$ cat src/hdl/farm_cfg_pkg.sv
/* Microgreen station monitor configuration
   Sample widths, channel numbers and per-channel comfort windows */

`default_nettype none

package farm_cfg_pkg;

    // ====================
    // Sample and channel sizing
    // ====================
    localparam int SAMPLE_W   = 8;    // Raw sensor sample
    localparam int NUM_CHAN   = 4;    // Soil, temp, humidity, light
    localparam int CHAN_W     = 2;    // Channel tag on each sample
    localparam int HIST_DEPTH = 4;    // Samples in running average
    localparam int SUM_W      = 10;   // Holds HIST_DEPTH * 255

    // Channel numbers as tagged on the sample input
    localparam logic [CHAN_W-1:0] CH_SOIL  = 2'd0;
    localparam logic [CHAN_W-1:0] CH_TEMP  = 2'd1;
    localparam logic [CHAN_W-1:0] CH_HUMID = 2'd2;
    localparam logic [CHAN_W-1:0] CH_LIGHT = 2'd3;

    // ====================
    // Comfort windows, pea microgreens
    // ====================
    localparam logic [SAMPLE_W-1:0] SOIL_MIN  = 8'd140;  // Too dry below
    localparam logic [SAMPLE_W-1:0] SOIL_MAX  = 8'd210;  // Waterlogged above
    localparam logic [SAMPLE_W-1:0] TEMP_MIN  = 8'd100;  // Too cold
    localparam logic [SAMPLE_W-1:0] TEMP_MAX  = 8'd160;  // Too hot
    localparam logic [SAMPLE_W-1:0] HUMID_MIN = 8'd120;
    localparam logic [SAMPLE_W-1:0] HUMID_MAX = 8'd190;
    localparam logic [SAMPLE_W-1:0] LIGHT_MIN = 8'd80;   // Too dark
    localparam logic [SAMPLE_W-1:0] LIGHT_MAX = 8'd220;  // Too bright

    // Window lookup tables, indexed by channel number
    localparam logic [SAMPLE_W-1:0] chan_min_t [NUM_CHAN] = '{
        CH_SOIL: SOIL_MIN, CH_TEMP: TEMP_MIN, CH_HUMID: HUMID_MIN, CH_LIGHT: LIGHT_MIN
    };
    localparam logic [SAMPLE_W-1:0] chan_max_t [NUM_CHAN] = '{
        CH_SOIL: SOIL_MAX, CH_TEMP: TEMP_MAX, CH_HUMID: HUMID_MAX, CH_LIGHT: LIGHT_MAX
    };

endpackage

`default_nettype wire

$ cat src/hdl/farm_types_pkg.sv
/* Stage-to-stage payloads of the sensor monitor pipeline
   Averager result, checker result and the published status word */

`default_nettype none

package farm_types_pkg;

    import farm_cfg_pkg::*;

    // ====================
    // Stage 1 output
    // ====================
    typedef struct packed {
        logic                valid;  // Delayed sample strobe
        logic [CHAN_W-1:0]   chan;   // Channel of this sample
        logic [SAMPLE_W-1:0] raw;    // Sample as received
        logic [SAMPLE_W-1:0] avg;    // Four-sample mean incl. this one
    } avg_sample_t;

    // ====================
    // Stage 2 output
    // ====================
    typedef struct packed {
        logic                valid;
        logic [CHAN_W-1:0]   chan;
        logic [SAMPLE_W-1:0] avg;
        logic                alert;  // Average outside window
        logic                fault;  // Stuck or extreme reading
    } check_result_t;

    // ====================
    // Published status
    // ====================
    // Valid travels next to it as its own port
    typedef struct packed {
        logic [CHAN_W-1:0]   chan;        // Channel last updated
        logic [SAMPLE_W-1:0] avg;         // Its average
        logic [NUM_CHAN-1:0] alert_code;  // Bit per channel
        logic [NUM_CHAN-1:0] fault_code;  // Bit per channel
        logic                buzzer;      // Any alert or fault
    } monitor_status_t;

endpackage

`default_nettype wire

$ cat src/hdl/sensor_averager.sv
/* Stage 1: four-sample history per channel and running mean
   Mean covers the sample just received */

`timescale 1ns/1ps
`default_nettype none

module sensor_averager
    import farm_cfg_pkg::*, farm_types_pkg::*;
(
    input  wire logic                clk,
    input  wire logic                rst_n,
    input  wire logic                sample_valid,  // One sample per strobe
    input  wire logic [CHAN_W-1:0]   sample_chan,
    input  wire logic [SAMPLE_W-1:0] sample_data,
    output avg_sample_t              avg_out
);

    // ====================
    // Per-channel state
    // ====================
    logic [SAMPLE_W-1:0]           hist   [NUM_CHAN][HIST_DEPTH];  // Sample ring
    logic [$clog2(HIST_DEPTH)-1:0] wr_idx [NUM_CHAN];  // Oldest entry, own per channel
    logic [SUM_W-1:0]              sum    [NUM_CHAN];  // Sum of ring contents

    logic [SAMPLE_W-1:0] old_entry;  // Entry about to be replaced
    logic [SUM_W-1:0]    new_sum;    // Sum after replacement

    // Drop oldest, add newest
    // Cannot go negative, old entry is part of the sum
    assign old_entry = hist[sample_chan][wr_idx[sample_chan]];
    assign new_sum   = sum[sample_chan] - SUM_W'(old_entry) + SUM_W'(sample_data);

    // ====================
    // History update and output register
    // ====================
    always_ff @(posedge clk) begin
        if (!rst_n) begin
            avg_out.valid <= 1'b0;
            // Zero-filled ring, so first means ramp up
            for (int c = 0; c < NUM_CHAN; c++) begin
                for (int d = 0; d < HIST_DEPTH; d++) begin
                    hist[c][d] <= '0;
                end
                wr_idx[c] <= '0;
                sum[c]    <= '0;
            end
        end else begin
            avg_out.valid <= sample_valid;  // Fixed one-cycle latency
            if (sample_valid) begin
                hist[sample_chan][wr_idx[sample_chan]] <= sample_data;
                wr_idx[sample_chan] <= wr_idx[sample_chan] + 1'b1;  // Wraps at depth
                sum[sample_chan]    <= new_sum;

                avg_out.chan <= sample_chan;
                avg_out.raw  <= sample_data;
                avg_out.avg  <= new_sum[SUM_W-1 -: SAMPLE_W];  // Divide by four
            end
        end
    end

    // ====================
    // Checks
    // ====================
    // Sum must stay within a full ring of max samples
    for (genvar c = 0; c < NUM_CHAN; c++) begin : g_sum_chk
        a_sum_bound: assert property (
            @(posedge clk) disable iff (!rst_n)
            int'(sum[c]) <= HIST_DEPTH * ((1 << SAMPLE_W) - 1)
        ) else $error("averager: channel %0d sum out of range", c);
    end

endmodule

`default_nettype wire

$ cat src/hdl/condition_checker.sv
/* Stage 2: window alert plus stuck and extreme fault per sample */

`timescale 1ns/1ps
`default_nettype none

module condition_checker
    import farm_cfg_pkg::*, farm_types_pkg::*;
(
    input  wire logic    clk,
    input  wire logic    rst_n,
    input  avg_sample_t  avg_in,
    output check_result_t check_out
);

    // ====================
    // Stuck detection state
    // ====================
    logic [SAMPLE_W-1:0] last_raw [NUM_CHAN];  // Previous raw reading
    logic [NUM_CHAN-1:0] seen;                 // Channel has a previous reading

    logic [SAMPLE_W-1:0] win_lo;
    logic [SAMPLE_W-1:0] win_hi;
    logic                out_of_win;
    logic                stuck;
    logic                extreme;

    // Window of the tagged channel
    assign win_lo = chan_min_t[avg_in.chan];
    assign win_hi = chan_max_t[avg_in.chan];

    assign out_of_win = (avg_in.avg < win_lo) || (avg_in.avg > win_hi);

    // Same raw value twice in a row on this channel
    assign stuck = seen[avg_in.chan] && (avg_in.raw == last_raw[avg_in.chan]);

    // Rail-to-rail mean, sensor open or shorted
    assign extreme = (avg_in.avg == '0) || (avg_in.avg == '1);

    // ====================
    // Result register
    // ====================
    always_ff @(posedge clk) begin
        if (!rst_n) begin
            check_out.valid <= 1'b0;
            seen            <= '0;
            for (int c = 0; c < NUM_CHAN; c++) begin
                last_raw[c] <= '0;
            end
        end else begin
            check_out.valid <= avg_in.valid;
            if (avg_in.valid) begin
                last_raw[avg_in.chan] <= avg_in.raw;  // Compared against next time
                seen[avg_in.chan]     <= 1'b1;

                check_out.chan  <= avg_in.chan;
                check_out.avg   <= avg_in.avg;
                check_out.alert <= out_of_win;
                check_out.fault <= stuck || extreme;
            end
        end
    end

    // ====================
    // Checks
    // ====================
    // Result strobe is the input strobe one cycle late
    a_valid_lat: assert property (
        @(posedge clk) disable iff (!rst_n)
        check_out.valid == $past(avg_in.valid)
    ) else $error("checker: result valid lost step with input valid");

endmodule

`default_nettype wire

$ cat src/hdl/alarm_reporter.sv
/* Stage 3: per-channel alert and fault codes, buzzer and status word */

`timescale 1ns/1ps
`default_nettype none

module alarm_reporter
    import farm_cfg_pkg::*, farm_types_pkg::*;
(
    input  wire logic      clk,
    input  wire logic      rst_n,
    input  check_result_t  check_in,
    output logic           status_valid,
    output monitor_status_t status        // Holds between results
);

    logic [NUM_CHAN-1:0] alert_next;  // Codes with this result merged in
    logic [NUM_CHAN-1:0] fault_next;
    logic                any_set;

    // ====================
    // Code merge
    // ====================
    // Codes live in the status register itself
    // Only the tagged channel's bit is overwritten
    always_comb begin
        alert_next = status.alert_code;
        fault_next = status.fault_code;
        alert_next[check_in.chan] = check_in.alert;
        fault_next[check_in.chan] = check_in.fault;
    end

    assign any_set = |{alert_next, fault_next};

    // ====================
    // Status register
    // ====================
    always_ff @(posedge clk) begin
        if (!rst_n) begin
            status_valid <= 1'b0;
            status       <= '0;  // Codes and buzzer quiet
        end else begin
            status_valid <= check_in.valid;
            if (check_in.valid) begin
                status.chan       <= check_in.chan;
                status.avg        <= check_in.avg;
                status.alert_code <= alert_next;
                status.fault_code <= fault_next;
                status.buzzer     <= any_set;  // Sound on any channel problem
            end
        end
    end

    // ====================
    // Checks
    // ====================
    a_buzz_quiet: assert property (
        @(posedge clk) disable iff (!rst_n)
        status.buzzer |-> (|{status.alert_code, status.fault_code})
    ) else $error("reporter: buzzer on with clean codes");

endmodule

`default_nettype wire

$ cat src/hdl/farm_monitor_top.sv
/* Sensor monitor for the microgreen station
   Averager, condition checker and alarm reporter, three cycles end to end */

`timescale 1ns/1ps
`default_nettype none

module farm_monitor_top
    import farm_cfg_pkg::*, farm_types_pkg::*;
(
    input  wire logic                clk,
    input  wire logic                rst_n,
    input  wire logic                sample_valid,  // No back-pressure
    input  wire logic [CHAN_W-1:0]   sample_chan,
    input  wire logic [SAMPLE_W-1:0] sample_data,
    output logic                     status_valid,  // Three cycles after sample
    output monitor_status_t          status
);

    avg_sample_t   avg_s;  // Stage 1 to 2
    check_result_t chk_s;  // Stage 2 to 3

    // ====================
    // Pipeline
    // ====================
    sensor_averager u_averager (
        .clk          (clk),
        .rst_n        (rst_n),
        .sample_valid (sample_valid),
        .sample_chan  (sample_chan),
        .sample_data  (sample_data),
        .avg_out      (avg_s)
    );

    condition_checker u_checker (
        .clk       (clk),
        .rst_n     (rst_n),
        .avg_in    (avg_s),
        .check_out (chk_s)
    );

    alarm_reporter u_reporter (
        .clk          (clk),
        .rst_n        (rst_n),
        .check_in     (chk_s),
        .status_valid (status_valid),
        .status       (status)
    );

endmodule

`default_nettype wire

$ cat config.mk
export PLATFORM = sky130hd
export DESIGN_NAME = farm_monitor_top
export DESIGN_NICKNAME = d
export VERILOG_FILES = /design/src/hdl/farm_cfg_pkg.sv /design/src/hdl/farm_types_pkg.sv /design/src/hdl/sensor_averager.sv /design/src/hdl/condition_checker.sv /design/src/hdl/alarm_reporter.sv /design/src/hdl/farm_monitor_top.sv
export SDC_FILE = /design/constraint.sdc
export NUM_CORES = 1
export LEC_CHECK = 0
export CAP_MARGIN = 20
export CORE_ASPECT_RATIO = 0.5
export CORE_UTILIZATION = 40
export CTS_BUF_LIST = sky130_fd_sc_hd__clkbuf_8 sky130_fd_sc_hd__clkbuf_16
export CTS_CLUSTER_DIAMETER = 100
export DETAILED_ROUTE_END_ITERATION = 10
export DONT_BUFFER_PORTS = 1
export PLACE_DENSITY = 0.63
export SLEW_MARGIN = 40
export SYNTH_ARGS = -nofsm -noshare
export SYNTH_HDL_FRONTEND = slang
export SYNTH_HIERARCHICAL = 1
export SYNTH_SLANG_ARGS = --single-unit
export TNS_END_PERCENT = 100
$ cat constraint.sdc
create_clock -name clk -period 6 [get_ports clk]
set_input_delay 0.6 -clock clk [delete_from_list [all_inputs] [get_ports clk]]
set_output_delay 0.6 -clock clk [all_outputs]
set_load 0.01 [all_outputs]
==> results.toml <==
[cts]
worstSkewPairLatency_ps = 540
clock_sinks = 264
htreeDepth = 1
clockBufferDepth = 3
cts_tree = "yes"
holdBufCountCts = 0
cts.reportedPaths.clkPinSlew_ps = 60
post_cts_resized = 0
cts_made_buffers = 26
cts_root_buffer = "clkbuf_16"
cts_setup_buffers = 0

[floorplanning]
die_w_um = 253
core.rowCount = 45
initial_core_util_pct = 41.1
core-area_mm2 = 0.0307
die_y_um = 128
io_pins = 33
die-area_mm2 = 0.0323

[pwr]
swShare_pct = 25.6
p_int_uw = 3430
power_leakage_uw = 0.00501
pwr_density_cell_mw_per_mm2 = 333
clkPwrFrac_pct = 36.8
switching_power_uw = 1180
pwr-share-comb_pct = 15.3
max-vdd-ir-drop_mv = 0.198
seqPwrFrac_pct = 47.9

[synthesis]
ys_seq_elements = 264
yosysWarnings = 6
yosys.area.top_type = "edfxtp_1"
synth_area_per_cell_um2 = 13.5
yosysTopAreaCellShare_pct = 56.7
seq_area_frac_synth_pct = 60.8
synth_flop_cell = "edfxtp_1"
async_flop_share_pct = 0
syn-num-nets = 985
syn_inst = 935
netlist_area_mm2 = 0.0126
netlist_top_cells_area = "edfxtp_1 57%, mux4_2 7.7%, dfxtp_1 4.1%"
ys_types = 61
synth_edf_count = 238

[sta]
fmax_mhz = 254
post-route-period-util_pct = 65.7
timing.hold.ws_ps = 168
setup-violations-final = 0
worst_pin_slew_ps = 833
fin_tns_setup_ps = 0
rsz0062_at_grt = "false"
relSlewSlack_pct = 44.0
final_max_slew_viol_count = 0
finalHoldViolCount = 0
period_needed_ps = 3940
skew_ps = 22.5

[global_route]
grt_pass1_vias = 7502
grt_usage_pct = 16.7
grt_pass1_wl_mm = 42.0
antenna_found_initial = 0
grt_max_degree = 80
grt-ovfl-total = 0

[drt]
dr.pass1.iters = 8
viasPerCell = 5.49
via_count = 7455
ant_nets = 0
drc = 0
drtIter0Drc = 583
wl_mm = 26.6
routedWlPerCell_um = 19.6

[critical_path]
r2r_cells = 11
critPathMaxStageDelay_ps = 740
cp_num_buf_inv = 0
r2r_slack_ps = 2060
crit_chain = "mux4_2 -> mux2_4 -> nand2_1 -> o21ai_1 -> fa_1 -> fa_1 -> nor2b_1 -> o21ai_1 -> a211o_1 -> a211oi_2 -> nor2_1"
end_kind = "flop"
path_class = "reg2reg"
cp_max_fo = 19
reg2reg_to = "u_averager/sum[2][8]$_SDFFCE_PN0P_"
cp_data_arrival_time_ps = 4200
critPathSlowestCell = "mux4_2"
r2r-start = "u_averager/wr_idx[0][1]$_SDFFCE_PN0P_"
cp.required_ps = 6250
cp_top_family = "multiplexers"
critPathLaunchType = "flop"
crit_start = "u_averager/wr_idx[0][1]$_SDFFCE_PN0P_"

[placed_design]
dp_hpwl_mm = 16.9
port-buffer-count = 0
routabilityCongestion = 0.897

[flow_run]
cap_violations = 0

[hold_path]
hold_path_class = "in2reg"
min_to = "u_averager/avg_out[12]$_DFFE_PP_"
hold_depth = 0
min_from = "sample_data[4]"

[finish]
areaGrowthSynthToFinish_pct = 9.72
drive_above_1_share_pct = 13.8
nets = 964
diodes = 0

[run_status]
status = "complete, no violations"
-- cells by family after synthesis --
family	count (synthesis)	synth area share, %
and+or+nand+nor	334	13.4
DFF	264	60.8
buffers and inverters	124	4.52
muxes	91	12.5
AOI/OAI and AO/OA	75	3.84
adders and majority gates	37	4.15
xor gates and xnor gates	10	0.814
-- area by class of cell --
type | count | area [µm²]
clock buffer | 30 | 706
clock inverter | 18 | 199
inverter | 58 | 218
fill | 2735 | 16900
multi-input combinational | 547 | 4390
timing repair buffer | 17 | 128
sequential | 264 | 7670
tap | 423 | 529
-- synth_stat cells, types with 8 or more instances --
cell type / instances
a21oi_1: 16
and2_1: 23
and3_1: 8
buf_2: 17
buf_6: 9
clkbuf_1: 32
dfxtp_1: 26
edfxtp_1: 238
fa_1: 8
ha_1: 29
inv_1: 49
mux2_4: 8
mux2i_1: 32
mux4_2: 43
nand2_1: 40
nand2b_1: 8
nor2_1: 81
nor2b_1: 22
nor3_1: 97
nor4_1: 30
o21ai_0: 12
o21ai_1: 11
-- layer usage --
layer  vias to the layer above  share of wire (%)  track usage, %
met1                      3787                 44            22.0
li1                       3449                  -               -
met4                         0                1.8            4.14
met3                        35                4.3            2.26
met2                       184                 50            29.2
met5                         -                  0               0
-- how the worst max path moves through the flow --
stage                     cells past startpoint  slack (ps)                            endpoint
final                                        11        2060  u_averager/sum[2][8]$_SDFFCE_PN0P_
after global routing                         12        1810  u_averager/sum[1][7]$_SDFFCE_PN0P_
after CTS                                    11        2050  u_averager/sum[2][8]$_SDFFCE_PN0P_
after detailed placement                     11        1790  u_averager/sum[2][8]$_SDFFCE_PN0P_
after global placement                       11        1860  u_averager/sum[1][8]$_SDFFCE_PN0P_
after floorplan                              13        2120  u_averager/sum[0][8]$_SDFFCE_PN0P_
-- flip-flops by register name, indices dropped and copies added, names as in the netlist --
signal                   flops
u_averager/hist            128
u_averager/sum              40
u_checker/last_raw          32
u_averager/avg_out          19
u_reporter/status           19
u_checker/check_out         13
u_averager/wr_idx            8
u_checker/seen               4
u_reporter/status_valid      1
-- cell usage in the layout, fill, tap and decap left out, types with 10 or more instances in the layout --
master / n
mux4_2: 43
o21ai_1: 11
nor2b_1: 22
mux2i_1: 32
and2_1: 23
dfxtp_1: 26
nor3_1: 96
a21oi_1: 16
inv_1: 52
edfxtp_1: 238
nand2_1: 39
nor2_1: 81
ha_1: 29
buf_4: 17
o21ai_0: 11
nor4_1: 30
clkbuf_16: 26
clkinv_1: 10
-- per-stage QoR --
| step | utilization, % | power, µW | instances | instance area, µm² | worst slack [ps] |
|---|---|---|---|---|---|
| after floorplan | - | 2790 | 935 | 12600 | 2120 |
| after global placement | 42.1 | 2930 | 1309 | 12900 | 1860 |
| after detailed placement | 42.1 | 2950 | 1309 | 12900 | 1790 |
| after CTS | 45.0 | 4650 | 1357 | 13800 | 2050 |
| after global routing | 45.1 | 4800 | 1357 | 13800 | 1810 |
| final | 45.1 | 4610 | 1357 | 13800 | 2060 |
-- power by group through the flow --
stage / clock network (µW) / logic, µW / registers, µW
after detailed placement: 0 / 702 / 2250
after global placement: 0 / 690 / 2240
after CTS: 1740 / 706 / 2210
after global routing: 1800 / 786 / 2220
after floorplan: 0 / 574 / 2220
final: 1700 / 707 / 2210
No activity file was read; power rests on OpenSTA's default activity.
